[config.mk]
export PLATFORM = sky130hd
export DESIGN_NAME = lsu_thread_port
export DESIGN_NICKNAME = d
export VERILOG_FILES = /design/src/logic/lsu_pkg.sv /design/src/logic/credit_fifo.sv /design/src/logic/lsu_thread_port.sv
export VERILOG_INCLUDE_DIRS = /design/src /design/src/logic
export SDC_FILE = /design/constraint.sdc
export NUM_CORES = 1
export LEC_CHECK = 0
export BUFFER_PORTS_ARGS = -buffer_cell sky130_fd_sc_hd__buf_4
export CAP_MARGIN = 20
export CORE_MARGIN = 3
export CORE_UTILIZATION = 48
export CTS_BUF_LIST = sky130_fd_sc_hd__clkbuf_4
export CTS_CLUSTER_SIZE = 14
export DETAILED_ROUTE_END_ITERATION = 16
export MAX_ROUTING_LAYER = met4
export PLACE_DENSITY_LB_ADDON = 0.25
export SETUP_SLACK_MARGIN = 0.3
export SYNTH_ARGS = -nofsm -noshare
export SYNTH_HDL_FRONTEND = slang
export SYNTH_HIERARCHICAL = 1
export SYNTH_SLANG_ARGS = --single-unit
[constraint.sdc]
create_clock -name clk -period 3.1 [get_ports clk]
set_clock_uncertainty 0.15 [all_clocks]
set_input_delay 0.62 -clock clk [delete_from_list [all_inputs] [get_ports clk]]
set_output_delay 0.62 -clock clk [all_outputs]
set_load 0.01 [all_outputs]
[src/logic/lsu_defs.svh]
/*
 * Sizing for the load/store path.
 * LSU_CREDITS must match the arbiter buffer depth per master.
 * LSU_THREADS must stay at 4 because the thread id is two bits wide.
 */
`ifndef LSU_DEFS_SVH
`define LSU_DEFS_SVH

// word address carried on the bus
`define LSU_ADDR_W 12

// data memory depth in 32-bit words
`define LSU_MEM_WORDS 1024

// request slots reserved per master in the arbiter
`define LSU_CREDITS 2

// threads per core
`define LSU_THREADS 4

`endif

[src/logic/lsu_pkg.sv]
/*
 * Bus and core side payload types for the load/store path.
 * All addresses are word addresses. The masks select bytes.
 */
`default_nettype none

`include "lsu_defs.svh"

package lsu_pkg;

    typedef logic master_id_t;
    typedef logic [1:0] thread_id_t;

    // ******************************
    // bus side
    // ******************************

    typedef struct packed {
        master_id_t              master;
        thread_id_t              thread;
        logic                    wr;
        logic [3:0]              mask;
        logic [`LSU_ADDR_W-1:0]  addr;
        logic [31:0]             wdata;
    } bus_req_t;

    // write responses carry no useful rdata
    typedef struct packed {
        master_id_t  master;
        thread_id_t  thread;
        logic        wr;
        logic [3:0]  mask;
        logic [31:0] rdata;
    } bus_rsp_t;

    // ******************************
    // core side
    // ******************************

    typedef struct packed {
        thread_id_t              thread;
        logic                    wr;
        logic [3:0]              mask;
        logic [`LSU_ADDR_W-1:0]  addr;
        logic [31:0]             wdata;
        logic [3:0]              wb_reg;
    } core_req_t;

    typedef struct packed {
        thread_id_t  thread;
        logic [3:0]  wb_reg;
        logic [31:0] data;
    } load_ret_t;

endpackage

`default_nettype wire

[src/logic/credit_fifo.sv]
/*
 * Small circular buffer. There is no full flag because the sender's credits
 * guarantee a free slot. Do not pop while empty.
 * pop_data shows the head entry without a cycle of delay.
 */
`timescale 1ns/1ns
`default_nettype none

module credit_fifo #(
    parameter type payload_t = logic,
    parameter int  DEPTH     = 2
) (
    input  wire logic     clk,
    input  wire logic     rst,
    input  wire logic     push,
    input  wire payload_t push_data,
    input  wire logic     pop,
    output payload_t      pop_data,
    output logic          empty
);

    localparam int PTR_W = (DEPTH > 1) ? $clog2(DEPTH) : 1;
    localparam int CNT_W = $clog2(DEPTH + 1);

    payload_t           slots [DEPTH];
    logic [PTR_W-1:0]   wr_ptr;
    logic [PTR_W-1:0]   rd_ptr;
    logic [CNT_W-1:0]   count;

    // storage, no reset needed
    always_ff @(posedge clk)
    begin
        if (push)
            slots[wr_ptr] <= push_data;
    end

    always_ff @(posedge clk or posedge rst)
    begin
        if (rst)
        begin
            wr_ptr <= '0;
            rd_ptr <= '0;
            count  <= '0;
        end
        else
        begin
            if (push)
                wr_ptr <= (wr_ptr == PTR_W'(DEPTH - 1)) ? '0 : wr_ptr + 1'b1;
            if (pop)
                rd_ptr <= (rd_ptr == PTR_W'(DEPTH - 1)) ? '0 : rd_ptr + 1'b1;
            if (push && !pop)
                count <= count + 1'b1;
            else if (pop && !push)
                count <= count - 1'b1;
        end
    end

    assign pop_data = slots[rd_ptr];
    assign empty    = (count == '0);

endmodule

`default_nettype wire

[src/logic/lsu_thread_port.sv]
/*
 * One core's port onto the shared memory bus.
 * The core must hold a request until issue_ready is high and its thread is
 * not stalled. Loads are zero-extended, never sign-extended.
 */
`timescale 1ns/1ns
`default_nettype none

`include "lsu_defs.svh"

module lsu_thread_port #(
    parameter lsu_pkg::master_id_t MASTER_ID = 1'b0
) (
    input  wire logic                clk,
    input  wire logic                rst,
    input  wire lsu_pkg::core_req_t  core_req,
    input  wire logic                issue,
    output logic                     issue_ready,
    output logic [`LSU_THREADS-1:0]  stall,
    output lsu_pkg::bus_req_t        req,
    output logic                     req_vld,
    input  wire logic                credit_ret,
    input  wire lsu_pkg::bus_rsp_t   rsp,
    input  wire logic                rsp_vld,
    output lsu_pkg::load_ret_t       load_ret,
    output logic                     load_vld
);

    localparam int CRED_W = $clog2(`LSU_CREDITS + 1);

    logic [CRED_W-1:0]        credits;
    logic                     issue_ok;
    logic                     rsp_hit;
    logic [`LSU_THREADS-1:0]  set_mask;
    logic [`LSU_THREADS-1:0]  clr_mask;
    logic [3:0]               wb_table [`LSU_THREADS];
    lsu_pkg::bus_rsp_t        rsp_q;
    logic                     rsp_empty;
    logic [31:0]              aligned;

    // ******************************
    // request path
    // ******************************

    assign issue_ready = (credits != '0);
    assign issue_ok    = issue && issue_ready && !stall[core_req.thread];

    // passes straight through, the arbiter buffer registers it
    assign req_vld     = issue_ok;
    assign req.master  = MASTER_ID;
    assign req.thread  = core_req.thread;
    assign req.wr      = core_req.wr;
    assign req.mask    = core_req.mask;
    assign req.addr    = core_req.addr;
    assign req.wdata   = core_req.wdata;

    always_ff @(posedge clk or posedge rst)
    begin
        if (rst)
            credits <= CRED_W'(`LSU_CREDITS);
        else if (issue_ok && !credit_ret)
            credits <= credits - 1'b1;
        else if (credit_ret && !issue_ok)
            credits <= credits + 1'b1;
    end

    // ******************************
    // thread stalls
    // ******************************

    assign rsp_hit = rsp_vld && (rsp.master == MASTER_ID);

    always_comb
    begin
        set_mask = '0;
        clr_mask = '0;
        if (issue_ok)
            set_mask[core_req.thread] = 1'b1;
        if (rsp_hit)
            clr_mask[rsp.thread] = 1'b1;
    end

    always_ff @(posedge clk or posedge rst)
    begin
        if (rst)
            stall <= '0;
        else
            stall <= (stall | set_mask) & ~clr_mask;
    end

    // destination register per thread
    always_ff @(posedge clk)
    begin
        if (issue_ok)
            wb_table[core_req.thread] <= core_req.wb_reg;
    end

    // ******************************
    // retire
    // ******************************

    credit_fifo #(
        .payload_t (lsu_pkg::bus_rsp_t),
        .DEPTH     (1)
    ) rsp_buf (
        .clk       (clk),
        .rst       (rst),
        .push      (rsp_hit),
        .push_data (rsp),
        .pop       (!rsp_empty),
        .pop_data  (rsp_q),
        .empty     (rsp_empty)
    );

    // right-align the lanes picked by the mask
    always_comb
    begin
        case (rsp_q.mask)
            4'b1111: aligned = rsp_q.rdata;
            4'b1100: aligned = {16'd0, rsp_q.rdata[31:16]};
            4'b0011: aligned = {16'd0, rsp_q.rdata[15:0]};
            4'b1000: aligned = {24'd0, rsp_q.rdata[31:24]};
            4'b0100: aligned = {24'd0, rsp_q.rdata[23:16]};
            4'b0010: aligned = {24'd0, rsp_q.rdata[15:8]};
            default: aligned = {24'd0, rsp_q.rdata[7:0]};
        endcase
    end

    // write responses only clear the stall and are dropped here
    assign load_vld        = !rsp_empty && !rsp_q.wr;
    assign load_ret.thread = rsp_q.thread;
    assign load_ret.wb_reg = wb_table[rsp_q.thread];
    assign load_ret.data   = aligned;

endmodule

`default_nettype wire

## Yosys cells after proc, flatten, opt, wreduce, memory -nomap -nowiden

Memory sizes are Yosys's and may differ from the RTL's.
Cells that the tools add are included.

- Latch bits: 0
- Output and inout bits: 97
- Input bits: 100
- Word-level logic and storage cells: 59
- Bits in read-only memories: 0
- Register bits: 7
- Memories kept: 2
- Memory bits (writable): 56

- Order comparisons: 4
- Bitwise operators: 4
- Shift-type cells: 0
- Equal/unequal tests: 6
- Divide/modulo/power cells: 0
- Add/subtract/negate cells: 4
- Multiplexer cells: 17
- Multipliers: 0
- Reductions and logical operators: 19

Memory list:

| memory | depth | width | rd ports | clocked after memory_dff | write ports | RTL line | source |
|---|---|---|---|---|---|---|---|
| rsp_buf.slots | 1 | 40 | 1 | 0 | 1 | credit_fifo.sv:25 | `payload_t slots [DEPTH];` |
| wb_table | 4 | 4 | 1 | 0 | 1 | lsu_thread_port.sv:36 | `` logic [3:0] wb_table [`LSU_THREADS]; `` |

Operator list:

| operator | count |
|---|---|
| case mux 32 bit (6 select lines) | 1 |
| == test 4 bit, second input constant | 3 |
| logical AND 1 bit | 10 |
| two-way mux 1 bit | 9 |
| == test 4 x 2 -> 1 bit, second input constant | 2 |
| two-way mux 4 bit | 2 |
| logical NOT 1 bit | 6 |
| less-than comparator 2 x 3 -> 1 bit, second input constant | 2 |
| nonzero test 2 bit | 3 |
| AND 4 bit | 1 |
| demux 1 bit (select 2 bit) | 2 |
| == test 4 x 3 -> 1 bit, second input constant | 1 |
| greater-or-equal comparator 2 x 1 -> 1 bit, second input constant | 2 |
| two-way mux 2 bit | 2 |
| NOT 4 bit | 1 |
| OR 4 bit | 1 |
| adder 2 x 1 -> 2 bit, second input constant | 1 |
| binary-select mux 1 bit (select 2 bit) | 1 |
| subtractor 2 x 1 -> 2 bit, second input constant | 1 |
| adder 1 bit, second input constant | 1 |
| NOT 1 bit | 1 |
| subtractor 1 bit, second input constant | 1 |

## Depth between registers and ports, before layout

- Word-level depth: 8
- Mapped depth: 6
- Mapped depth without buffers: 6

## Hierarchy

The synthesis kept the hierarchy.

Modules (own cells, without submodules):

| module | sequential area each (µm²) | cells each | instances | area each (µm²) |
|---|---|---|---|---|
| lsu_thread_port | 631.9 | 189 | 1 | 1934.4 |
| credit_fifo | 1226.2 | 44 | 1 | 1257.5 |

## Worst setup path before layout

Ideal clock, no wire load.

- Path type: input port to flip-flop
- Start point: input rsp[39] (netlist name)
- End point: register rsp_buf.count
- Data required time: 2.815 ns
- Stages on the path: 3
- Setup slack: 0.865 ns
- Library setup time: 0.135 ns
- Path buffers: 0
- Arrival: 1.949 ns
- Cell sequence: nand2b_1 > inv_1 > xor3_1

- Cells in the longest elaborated chain, start to end: 5
- Elaborated cells between the ends (all ways): 7
- Those cells by class: 1 x mux; 1 x bitwise; 5 x reduce/logical

Ends and longest elaborated chain:

| what | RTL line | source |
|---|---|---|
| start, declared | lsu_thread_port.sv:23 | `input wire lsu_pkg::bus_rsp_t rsp,` |
| NOT 1 bit * | lsu_thread_port.sv:71 | `assign rsp_hit = rsp_vld && (rsp.master == MASTER_ID);` |
| logical AND 1 bit * | lsu_thread_port.sv:71 |  |
| net rsp_hit | lsu_thread_port.sv:33 | `logic rsp_hit;` |
| logical NOT 1 bit | credit_fifo.sv:53 | `else if (pop && !push)` |
| logical AND 1 bit | credit_fifo.sv:53 |  |
| nonzero test 2 bit (no line) | -- |  |
| end signal, assigned | credit_fifo.sv:52 | `count <= count + 1'b1;` |
| end signal, assigned | credit_fifo.sv:54 | `count <= count - 1'b1;` |
| end, declared | credit_fifo.sv:28 | `logic [CNT_W-1:0] count;` |

The timed path passes the listed nets; every way through them passes the cells marked *.
A chain may end at the register's enable or synchronous reset.

==> impl_metrics.json <==
{
  "fmax_mhz": 369.6,
  "ys_warn_count": 6,
  "synth_area_per_cell_um2": 13.63,
  "antenna_found_initial": 0,
  "peakVddDrop_mv": 0.3186,
  "setup_tns_ns": 0,
  "grt_util_all_layers_pct": 20.49,
  "rsz0062_at_grt": "yes",
  "nets": 393,
  "dp_hpwl_mm": 5.698,
  "drc": 0,
  "port_buffers": 97,
  "synthesis.area_um2": 3162,
  "die_area_um2": 7597,
  "end_kind": "output port",
  "cts_tree": "yes",
  "firstDrtPassIters": 5,
  "wire_per_inst_um": 19.94,
  "grt_pass1_wl_mm": 10.98,
  "critPathArrivalTime_ns": 1.94,
  "worst_slew_pin_slew_ns": 0.6865,
  "cp-start-kind": "flop",
  "syn_inst": 232,
  "placed_area_um2": 3578,
  "clkLatencyLatePin_ns": 0.39,
  "hold_viol_final": 0,
  "drtIter0Drc": 111,
  "die_x_um": 87.16,
  "clk_path_buf_depth": 2,
  "cap_violations": 0,
  "maxSlewViolCount": 0,
  "drive_above_1_share_pct": 48.15,
  "cts.sinks": 62,
  "power_density_nw_per_um2": 542.6,
  "htreeDepth": 3,
  "crit_type": "flop to output port",
  "cts_root_buf": "clkbuf_4",
  "finalPower_mw": 2.045,
  "final-instance-count-excl-fill": 372,
  "vias": 2060,
  "io-pin-count": 197,
  "n_antenna_cell": 0,
  "crit_path_max_fanout": 9,
  "ant_nets": 0,
  "start_util_pct": 51.57,
  "setup_slack_ns": 0.3944,
  "finalWirelength_mm": 7.416,
  "place.gp.congestion": 0.8227,
  "cts_buffers": 9,
  "syn-num-nets": 333,
  "setup_viol_count_final": 0,
  "place_inst": 351,
  "final_area_um2": 3770,
  "finalCritPeriodShare_pct": 87.28,
  "die_h_um": 87.16,
  "status": "completed",
  "worstPathRequired_ns": 2.33,
  "area_growth_pct": 19.23,
  "hold_class": "input port to flop",
  "grt_overflow": 0,
  "fin_crit_ns": 2.706,
  "pre_cts_ws_ns": 0.6506,
  "grt_pass1_vias": 2131,
  "core_area_um2": 6131,
  "cts.clk_slew.worst_paths_ns": 0.11,
  "max_slew_margin_pct": 53.88,
  "p_leak_nw": 1.540,
  "grt_max_degree": 24,
  "viasPerCell": 5.538,
  "rows": 28
}
## path summary, 6_finish.rpt
check / cells past startpoint / end / slack [ns] / from
max reg2reg: 3 / wb_table[2][3]$_DFFE_PP_ / 1.17 / credits[1]$_DFFE_PP1P_
min: 1 / rsp_buf/slots[0][31]$_DFFE_PP_ / 0.24 / rsp[31]
min in group asynchronous: 3 / rsp_buf/count$_DFFE_PP0P_ / 0.47 / rst
max: 4 / load_ret[2] / 0.39 / rsp_buf/slots[0][32]$_DFFE_PP_
min reg2reg: 1 / credits[1]$_DFFE_PP1P_ / 0.39 / credits[1]$_DFFE_PP1P_
max in group asynchronous: 3 / credits[1]$_DFFE_PP1P_ / 2.00 / rst
## critical path, cell delays in order (launching register included)
cell and delay, ns:
edfxtp_1 0.54, nor2_4 0.32, a21oi_4 0.15, a221o_1 0.39, buf_4 0.15
## report_power, final
group	switching, mW	internal [mW]	total, mW	leakage [nW]
combinational	0.187	0.256	0.444	0.874
clock	0.270	0.246	0.516	0.0750
sequential	0.0760	1.01	1.09	0.590
total	0.534	1.51	2.05	1.54
## layout make-up
type	count	area, um2
clock buffer	10	75.07
clock inverter	6	52.55
fill	467	2361
inverter	7	26.28
multi-input combinational	106	895.9
sequential	62	1828
tap	75	93.84
timing repair buffer	106	798.3
## routing by layer
layer	vias to the layer above	global-route usage [%]	wire, um
met1	973	21.94	2586
met5	-	-	0
met4	0	11.44	166
met2	127	33.82	3938
met3	22	6.149	724
li1	938	-	-
## cells in the final DEF, fill, tap and decap left out, types with 2 or more instances in the layout
master	n
nor3b_1	2
clkinv_1	2
nand2_1	9
nor4b_4	2
clkbuf_4	10
xnor2_1	2
a22o_2	7
clkinv_2	3
mux4_2	5
edfxtp_1	55
a221o_1	8
nor2_1	5
a22oi_1	8
inv_1	7
o22ai_1	8
dfrtp_1	6
and2_1	24
nor3_1	2
buf_4	105
## registers in the layout, summed over array words and instances (netlist names)
register / flops
rsp_buf/count: 1
rsp_buf/slots: 39
credits: 2
stall: 4
wb_table: 16
## repair_timing
action                                  4_1_cts  5_1_grt
hold buffers                                  1        0
gates resized for setup                       4        1
endpoints found under the hold margin         6        0
endpoints found under the setup margin        8       29
buffers inserted                              0        4
pin swaps                                     0        2
## metrics by stage
stage	hold slack, ns	utilization [%]
finish	0.2414	61.49
global placement	0.3238	58.37
floorplan	0.1987	-
global route	0.2022	61.49
CTS	0.2199	60.98
detailed placement	0.3236	58.37
Note: power is estimated with default switching activity, not from simulation.
