<file path="config.mk">
export PLATFORM = sky130hd
export DESIGN_NAME = mem_arbiter
export DESIGN_NICKNAME = d
export VERILOG_FILES = /design/src/logic/lsu_pkg.sv /design/src/logic/credit_fifo.sv /design/src/logic/mem_arbiter.sv
export VERILOG_INCLUDE_DIRS = /design/src /design/src/logic
export SDC_FILE = /design/constraint.sdc
export NUM_CORES = 1
export LEC_CHECK = 0
export ABC_AREA = 1
export BUFFER_PORTS_ARGS = -buffer_cell sky130_fd_sc_hd__clkbuf_2
export CELL_PAD_IN_SITES_DETAIL_PLACEMENT = 2
export CELL_PAD_IN_SITES_GLOBAL_PLACEMENT = 2
export CORE_ASPECT_RATIO = 0.75
export CORE_UTILIZATION = 37
export DETAILED_ROUTE_END_ITERATION = 16
export PLACE_DENSITY_LB_ADDON = 0.2
export SLEW_MARGIN = 10
export SYNTH_ARGS = -nofsm -noshare
export SYNTH_HDL_FRONTEND = slang
export SYNTH_SLANG_ARGS = --single-unit
</file>
<file path="constraint.sdc">
create_clock -name clk -period 3.6 [get_ports clk]
set_input_delay 0.18 -clock clk [delete_from_list [all_inputs] [get_ports clk]]
set_output_delay 0.18 -clock clk [all_outputs]
set_load 0.05 [all_outputs]
</file>
<file path="src/logic/lsu_defs.svh">
/*
 * Sizing for the load/store path.
 * LSU_CREDITS must match the arbiter buffer depth per master.
 * LSU_THREADS must stay at 4 because the thread id is two bits wide.
 */
`ifndef LSU_DEFS_SVH
`define LSU_DEFS_SVH

// word address carried on the bus
`define LSU_ADDR_W 12

// data memory depth in 32-bit words
`define LSU_MEM_WORDS 1024

// request slots reserved per master in the arbiter
`define LSU_CREDITS 2

// threads per core
`define LSU_THREADS 4

`endif

</file>
<file path="src/logic/lsu_pkg.sv">
/*
 * Bus and core side payload types for the load/store path.
 * All addresses are word addresses. The masks select bytes.
 */
`default_nettype none

`include "lsu_defs.svh"

package lsu_pkg;

    typedef logic master_id_t;
    typedef logic [1:0] thread_id_t;

    // ******************************
    // bus side
    // ******************************

    typedef struct packed {
        master_id_t              master;
        thread_id_t              thread;
        logic                    wr;
        logic [3:0]              mask;
        logic [`LSU_ADDR_W-1:0]  addr;
        logic [31:0]             wdata;
    } bus_req_t;

    // write responses carry no useful rdata
    typedef struct packed {
        master_id_t  master;
        thread_id_t  thread;
        logic        wr;
        logic [3:0]  mask;
        logic [31:0] rdata;
    } bus_rsp_t;

    // ******************************
    // core side
    // ******************************

    typedef struct packed {
        thread_id_t              thread;
        logic                    wr;
        logic [3:0]              mask;
        logic [`LSU_ADDR_W-1:0]  addr;
        logic [31:0]             wdata;
        logic [3:0]              wb_reg;
    } core_req_t;

    typedef struct packed {
        thread_id_t  thread;
        logic [3:0]  wb_reg;
        logic [31:0] data;
    } load_ret_t;

endpackage

`default_nettype wire

</file>
<file path="src/logic/credit_fifo.sv">
/*
 * Small circular buffer. There is no full flag because the sender's credits
 * guarantee a free slot. Do not pop while empty.
 * pop_data shows the head entry without a cycle of delay.
 */
`timescale 1ns/1ns
`default_nettype none

module credit_fifo #(
    parameter type payload_t = logic,
    parameter int  DEPTH     = 2
) (
    input  wire logic     clk,
    input  wire logic     rst,
    input  wire logic     push,
    input  wire payload_t push_data,
    input  wire logic     pop,
    output payload_t      pop_data,
    output logic          empty
);

    localparam int PTR_W = (DEPTH > 1) ? $clog2(DEPTH) : 1;
    localparam int CNT_W = $clog2(DEPTH + 1);

    payload_t           slots [DEPTH];
    logic [PTR_W-1:0]   wr_ptr;
    logic [PTR_W-1:0]   rd_ptr;
    logic [CNT_W-1:0]   count;

    // storage, no reset needed
    always_ff @(posedge clk)
    begin
        if (push)
            slots[wr_ptr] <= push_data;
    end

    always_ff @(posedge clk or posedge rst)
    begin
        if (rst)
        begin
            wr_ptr <= '0;
            rd_ptr <= '0;
            count  <= '0;
        end
        else
        begin
            if (push)
                wr_ptr <= (wr_ptr == PTR_W'(DEPTH - 1)) ? '0 : wr_ptr + 1'b1;
            if (pop)
                rd_ptr <= (rd_ptr == PTR_W'(DEPTH - 1)) ? '0 : rd_ptr + 1'b1;
            if (push && !pop)
                count <= count + 1'b1;
            else if (pop && !push)
                count <= count - 1'b1;
        end
    end

    assign pop_data = slots[rd_ptr];
    assign empty    = (count == '0);

endmodule

`default_nettype wire

</file>
<file path="src/logic/mem_arbiter.sv">
/*
 * Two-master round-robin arbiter in front of the data memory.
 * Each master owns LSU_CREDITS buffer slots. The grant is registered,
 * so mem_vld comes one cycle after the pop.
 */
`timescale 1ns/1ns
`default_nettype none

`include "lsu_defs.svh"

module mem_arbiter (
    input  wire logic               clk,
    input  wire logic               rst,
    input  wire lsu_pkg::bus_req_t  req_a,
    input  wire logic               req_a_vld,
    input  wire lsu_pkg::bus_req_t  req_b,
    input  wire logic               req_b_vld,
    output logic                    credit_ret_a,
    output logic                    credit_ret_b,
    output lsu_pkg::bus_req_t       mem_req,
    output logic                    mem_vld
);

    lsu_pkg::bus_req_t  head_a;
    lsu_pkg::bus_req_t  head_b;
    logic               empty_a;
    logic               empty_b;
    logic               grant_any;
    logic               pick_b;
    logic               last_b;

    credit_fifo #(
        .payload_t (lsu_pkg::bus_req_t),
        .DEPTH     (`LSU_CREDITS)
    ) buf_a (
        .clk       (clk),
        .rst       (rst),
        .push      (req_a_vld),
        .push_data (req_a),
        .pop       (credit_ret_a),
        .pop_data  (head_a),
        .empty     (empty_a)
    );

    credit_fifo #(
        .payload_t (lsu_pkg::bus_req_t),
        .DEPTH     (`LSU_CREDITS)
    ) buf_b (
        .clk       (clk),
        .rst       (rst),
        .push      (req_b_vld),
        .push_data (req_b),
        .pop       (credit_ret_b),
        .pop_data  (head_b),
        .empty     (empty_b)
    );

    // ******************************
    // round robin
    // ******************************

    // b wins when a is idle or a had the last grant
    assign grant_any    = !empty_a || !empty_b;
    assign pick_b       = !empty_b && (empty_a || !last_b);
    assign credit_ret_a = grant_any && !pick_b;
    assign credit_ret_b = pick_b;

    always_ff @(posedge clk or posedge rst)
    begin
        if (rst)
        begin
            last_b  <= 1'b0;
            mem_vld <= 1'b0;
        end
        else
        begin
            mem_vld <= grant_any;
            if (grant_any)
                last_b <= pick_b;
        end
    end

    always_ff @(posedge clk)
    begin
        mem_req <= pick_b ? head_b : head_a;
    end

endmodule

`default_nettype wire

</file>
* Yosys cells after proc, flatten, opt, wreduce, memory -nomap -nowiden
Memory sizes are Yosys's and may differ from the RTL's. Index checks and enable logic that the tools add are counted.
Storage, ports and cells: bits in latches 0, output and inout port bits 55, memory bits (writable) 208, logic and storage cells 56, bits in read-only memories 0, input port bits 108, register bits 62, memories 2
Cells by class: shifts and indexed selects 0, bitwise logic cells 0, eq/ne operators 0, magnitude comparators 0, reductions and logical operators 19, $add $sub $neg 8, div/mod/pow operators 0, mux-type cells 13, multiply operators 0
Memories:
- buf_a.slots | depth 2, bits a word 52, read ports 1, clocked after memory_dff 0, write ports 1, RTL line credit_fifo.sv:25 | payload_t slots [DEPTH];
- buf_b.slots | depth 2, bits a word 52, read ports 1, clocked after memory_dff 0, write ports 1, RTL line credit_fifo.sv:25
Operators with widths (count):
- 2-to-1 mux 52 bit | 1
- 2-to-1 mux 1 bit | 8
- 2-to-1 mux 2 bit | 4
- zero test 1 bit | 7
- logical AND 1 bit | 6
- adder 1 bit (second input constant) | 4
- adder 2 x 1 -> 2 bit (second input constant) | 2
- zero test 2 bit | 2
- nonzero test 2 bit | 2
- subtractor 2 x 1 -> 2 bit (second input constant) | 2
- logical OR 1 bit | 2

* Longest topological paths before layout
word-level depth 8, depth in mapped cells 10, mapped depth without buffers 9

* Cells and area by module
From an unflattened synthesis, not the netlist that was laid out.
Unflattened totals: cells, all modules 610, area total of the unflattened synthesis 10326.2 sq um
By module, submodules not included:
- credit_fifo | area an instance 4210.3 sq um, cells each 187, instances 2
- mem_arbiter | area an instance 1905.6 sq um, cells each 236, instances 1

* Worst setup path after synthesis
OpenSTA, ideal clock, no wires.
kind reg-to-reg, start point register buf_a.wr_ptr, end point memory buf_a.slots[0][0] in the netlist's numbering, enable pin, required time 3.137 ns, data arrival time 2.591 ns, setup slack 0.546 ns, path buffers 0, library setup time 0.463 ns, cell stages (with the launch flop) 2, cell sequence dfrtp_1 nor2_1
RTL lines:
- from (decl) | RTL line credit_fifo.sv:26 | logic [PTR_W-1:0] wr_ptr;
- from (signal assigned) | RTL line credit_fifo.sv:48 | wr_ptr <= (wr_ptr == PTR_W'(DEPTH - 1)) ? '0 : wr_ptr + 1'b1;
- to (decl) | RTL line credit_fifo.sv:25
No word-level cell before the write port.

* Worst setup path in the final report
start point register buf_a.count[0], end point output credit_ret_b
On the way: cells in the longest elaborated chain, start to end 3
Ends and longest elaborated chain:
- from (decl) | RTL line credit_fifo.sv:28 | logic [CNT_W-1:0] count;
- from (signal assigned) | RTL line credit_fifo.sv:52 | count <= count + 1'b1;
- from (signal assigned) | RTL line credit_fifo.sv:54 | count <= count - 1'b1;
- zero test 2 bit | RTL line credit_fifo.sv:59 | assign empty = (count == '0);
- logical OR 1 bit | RTL line mem_arbiter.sv:64 | assign pick_b = !empty_b && (empty_a || !last_b);
- logical AND 1 bit | RTL line mem_arbiter.sv:64
- to (decl) | RTL line mem_arbiter.sv:19 | output logic credit_ret_b,
No other way between the ends.

==> impl_metrics.xml <==
<?xml version="1.0" encoding="UTF-8"?>
<metrics>
  <group name="floorplanning">
    <metric name="floorplan.die_area" unit="mm2">0.02712</metric>
    <metric name="placement_rows" unit="">51</metric>
    <metric name="ios" unit="">163</metric>
    <metric name="start_util" unit="">0.3769</metric>
    <metric name="design.core.area" unit="mm2">0.02597</metric>
    <metric name="die-width" unit="um">189.8</metric>
    <metric name="chipHeight" unit="um">142.9</metric>
  </group>
  <group name="timing">
    <metric name="timing.max_slew.rel_slack" unit="">0.3125</metric>
    <metric name="timing_worst_slew_pin_value" unit="ps">1031</metric>
    <metric name="maxSlewViolCount" unit="">0</metric>
    <metric name="post-route-min-period" unit="ps">2122</metric>
    <metric name="final.setup_skew" unit="ps">9.040</metric>
    <metric name="tcrit_tclk_final" unit="">0.5895</metric>
    <metric name="fin_worst_hold_slack" unit="ps">191.5</metric>
    <metric name="achievable-frequency" unit="MHz">471.2</metric>
    <metric name="rsz_0062_raised_after_global_routing" unit="">no</metric>
    <metric name="setup_violating_endpoint_count_in_the_final_report" unit="">0</metric>
    <metric name="hold_violations" unit="">0</metric>
    <metric name="setup-tns-final" unit="ps">0</metric>
  </group>
  <group name="critical_path">
    <metric name="required_time_of_the_worst_setup_path" unit="ps">3420</metric>
    <metric name="type_of_element_launching_the_critical_path" unit="">flip-flop</metric>
    <metric name="worst-path-max-fanout" unit="">12</metric>
    <metric name="worstReg2RegEnd" unit="">mem_req[22]</metric>
    <metric name="crit_start" unit="">buf_a.count[0]</metric>
    <metric name="worstSetupEndpointType" unit="">output pin</metric>
    <metric name="timing.critical_path.cells" unit="">nor2_4 &gt; nor2_2 &gt; nor2_4 &gt; clkbuf_2</metric>
    <metric name="rr_worst_depth" unit="">5</metric>
    <metric name="critical-path-max-stage-delay" unit="ps">440</metric>
    <metric name="setup.worst_path.class" unit="">reg -&gt; out</metric>
    <metric name="critical_path_arrival" unit="ps">1940</metric>
    <metric name="path_common_cell" unit="">sky130_fd_sc_hd__nor2_4</metric>
    <metric name="cp_num_buf_inv" unit="">1</metric>
    <metric name="r2r-start" unit="">buf_a.count[0]</metric>
    <metric name="crit_path_top_delay_cell" unit="">sky130_fd_sc_hd__dfrtp_1</metric>
    <metric name="worst-r2r-setup-slack" unit="ps">1670</metric>
    <metric name="worst_path_top_cell_family_by_delay" unit="">simple AND/OR/NAND/NOR gates</metric>
  </group>
  <group name="power_and_ir_drop">
    <metric name="irDropWorstVdd" unit="mV">0.5491</metric>
    <metric name="pwr_density_cell" unit="mW/mm2">919.5</metric>
    <metric name="power_leakage" unit="nW">5.706</metric>
  </group>
  <group name="detailed_routing">
    <metric name="first_pass_detailed_route_iteration_total" unit="">6</metric>
    <metric name="drc" unit="">0</metric>
    <metric name="drtIter0Drc" unit="">228</metric>
    <metric name="antenna_violating_nets_post_route" unit="">0</metric>
    <metric name="overall_routed_net_length" unit="um">28330</metric>
    <metric name="vias" unit="">6892</metric>
    <metric name="avgViaCountPerCell" unit="">4.685</metric>
    <metric name="routedWlPerCell" unit="um">19.26</metric>
  </group>
  <group name="clock_network">
    <metric name="cts.clk_slew.worst_paths" unit="ps">60</metric>
    <metric name="clock_latency_of_the_later_clocked_register_in_the_worst_skew_pair" unit="ps">540</metric>
    <metric name="cts_num_sinks" unit="">270</metric>
    <metric name="cts-root-to-sink-buffers" unit="">3</metric>
    <metric name="clock_tree_from_tritoncts" unit="">yes</metric>
    <metric name="postCtsSetupBuffers" unit="">0</metric>
    <metric name="tritoncts.num_buffers" unit="">28</metric>
    <metric name="clock_tree.htree_level_count" unit="">1</metric>
    <metric name="cts_root_buf" unit="">sky130_fd_sc_hd__clkbuf_16</metric>
  </group>
  <group name="final_layout">
    <metric name="fraction_of_layout_cells_with_a_size_suffix_above_1" unit="">0.2123</metric>
    <metric name="post-route-util" unit="">0.4990</metric>
    <metric name="area.growth.synth_to_final" unit="%">32.39</metric>
    <metric name="final_net_count" unit="">1214</metric>
  </group>
  <group name="synth">
    <metric name="synth.lib_cells_used.distinct" unit="">22</metric>
    <metric name="synth_edf_count" unit="">208</metric>
    <metric name="post_synth_inst_count" unit="">825</metric>
    <metric name="synth-async-reset-ratio" unit="">0.03704</metric>
    <metric name="yosys-top-cells-count" unit="">sky130_fd_sc_hd__nand2_1 (478), sky130_fd_sc_hd__edfxtp_1 (208), sky130_fd_sc_hd__dfxtp_1 (52)</metric>
    <metric name="ys_seq_area_frac" unit="">0.7700</metric>
    <metric name="synth_largest_type_area_fraction" unit="">0.6381</metric>
    <metric name="synth_most_common_cell" unit="">sky130_fd_sc_hd__nand2_1</metric>
    <metric name="synth.top_cells.by_area" unit="">sky130_fd_sc_hd__edfxtp_1 (64%), sky130_fd_sc_hd__nand2_1 (18%), sky130_fd_sc_hd__dfxtp_1 (11%)</metric>
    <metric name="syn-cell-area" unit="mm2">0.009788</metric>
    <metric name="synth.largest_area_cell" unit="">sky130_fd_sc_hd__edfxtp_1</metric>
    <metric name="synth_nets" unit="">935</metric>
    <metric name="ys_ff_latch" unit="">270</metric>
    <metric name="avgSynthCellArea" unit="um2">11.86</metric>
    <metric name="yosysWarnings" unit="">0</metric>
    <metric name="synth-main-ff-cell" unit="">sky130_fd_sc_hd__edfxtp_1</metric>
  </group>
  <group name="grt">
    <metric name="number_of_antenna_violations_at_the_first_check_in_global_routing" unit="">1</metric>
    <metric name="grt.total_usage" unit="">0.2140</metric>
    <metric name="grt_max_degree" unit="">54</metric>
    <metric name="grt.overflow.total" unit="">0</metric>
    <metric name="grt_pass1_wl" unit="um">43560</metric>
    <metric name="via_count_of_the_first_global_routing_pass" unit="">7937</metric>
  </group>
  <group name="placement">
    <metric name="io_buffer_count" unit="">162</metric>
    <metric name="place_hpwl" unit="um">16660</metric>
    <metric name="routabilityCongestion" unit="">0.7408</metric>
  </group>
  <group name="outcome">
    <metric name="run_status" unit="">finished, final reports clean</metric>
  </group>
  <group name="run">
    <metric name="cap_violations" unit="">0</metric>
  </group>
  <group name="worst_hold_path">
    <metric name="hp-class" unit="">in -&gt; async</metric>
  </group>
</metrics>
per-layer routing:
layer,GRT usage,vias up,share of wire
met2,0.4022,142,0.52
met1,0.2585,3468,0.42
met5,0,-,0
li1,-,3245,-
met3,0.02851,37,0.033
met4,0.05221,0,0.021
worst min-delay path: stages:
cell                            delay [ps]
sky130_fd_sc_hd__dlygate4sd3_1         540
sky130_fd_sc_hd__clkbuf_2              110
sky130_fd_sc_hd__inv_1                 310
layout make-up:
cell class | instances | area (um2)
sequential | 270 | 7540
clock inverter | 10 | 80.08
tap | 344 | 430.4
antenna | 1 | 2.502
fill | 2578 | 13010
multi-input combinational | 506 | 2013
timing repair buffer | 281 | 1984
inverter | 17 | 63.81
clock buffer | 42 | 844.6
how the worst max path moves through the flow:
| stage | endpoint | slack (ps) | cells after the start |
|---|---|---|---|
| floorplan | buf_a.slots[0][0] | 550 | 1 |
| global placement | buf_b.count[1] | 1730 | 7 |
| detailed placement | mem_req[22] | 1590 | 5 |
| CTS | credit_ret_b | 1420 | 4 |
| global route | credit_ret_b | 1390 | 4 |
| finish | credit_ret_b | 1480 | 4 |
layout by cell type, fill, tap and decap left out, drive strengths merged, types with 2 or more instances in the layout:
cell type    synthesis  layout
a21oi                2       2
buf                 23      12
clkbuf               9     204
clkinv               0       8
dfrtp               10      10
dfxtp               52      52
dlygate4sd3          0     107
edfxtp             208     208
ha                   2       2
inv                 17      17
nand2              486     486
nand3                2       2
nand4                2       2
nor2                 6       6
o21ai                2       2
xnor2                2       2
xor2                 2       2
through the flow:
stage | cells | power, mW | instance area [um2] | setup slack [ps]
floorplan | 825 | 7.705 | 9788 | 546.4
global placement | 1311 | 8.833 | 10960 | 1735
detailed placement | 1311 | 9.020 | 10960 | 1595
CTS | 1470 | 12.05 | 12960 | 1419
global route | 1471 | 12.63 | 12960 | 1385
finish | 1471 | 11.92 | 12960 | 1478
power by group:
part	internal (mW)	switching, mW	total, mW
registers	4.29	0.299	4.59
clock network	1.69	1.20	2.89
logic	1.03	3.41	4.44
cell families (layout without fill, tap and decap cells):
logic type,after synthesis,after routing,share of synthesized area
and+or+nand+nor,496,496,0.1948
DFF,270,270,0.7700
buffers and inverters,49,350,0.02582
AOI/OAI and AO/OA,4,4,0.003196
xor gates and xnor gates,4,4,0.003580
adders and majority gates,2,2,0.002556
other,0,1,0
registers in the layout (all words and copies together), names as in the netlist:
name and flops:
buf_a.wr_ptr 1, last_b 1, buf_a.count 2, mem_req 52
buf_b.wr_ptr 1, buf_a.slots 104, buf_b.rd_ptr 1, mem_vld 1
buf_b.slots 104, buf_b.count 2, buf_a.rd_ptr 1
repair_timing:
item	in CTS	in global routing
hold buffers	107	0
resized for setup	0	0
hold endpoints to repair	220	0
Power figures use the tool's default switching activity.
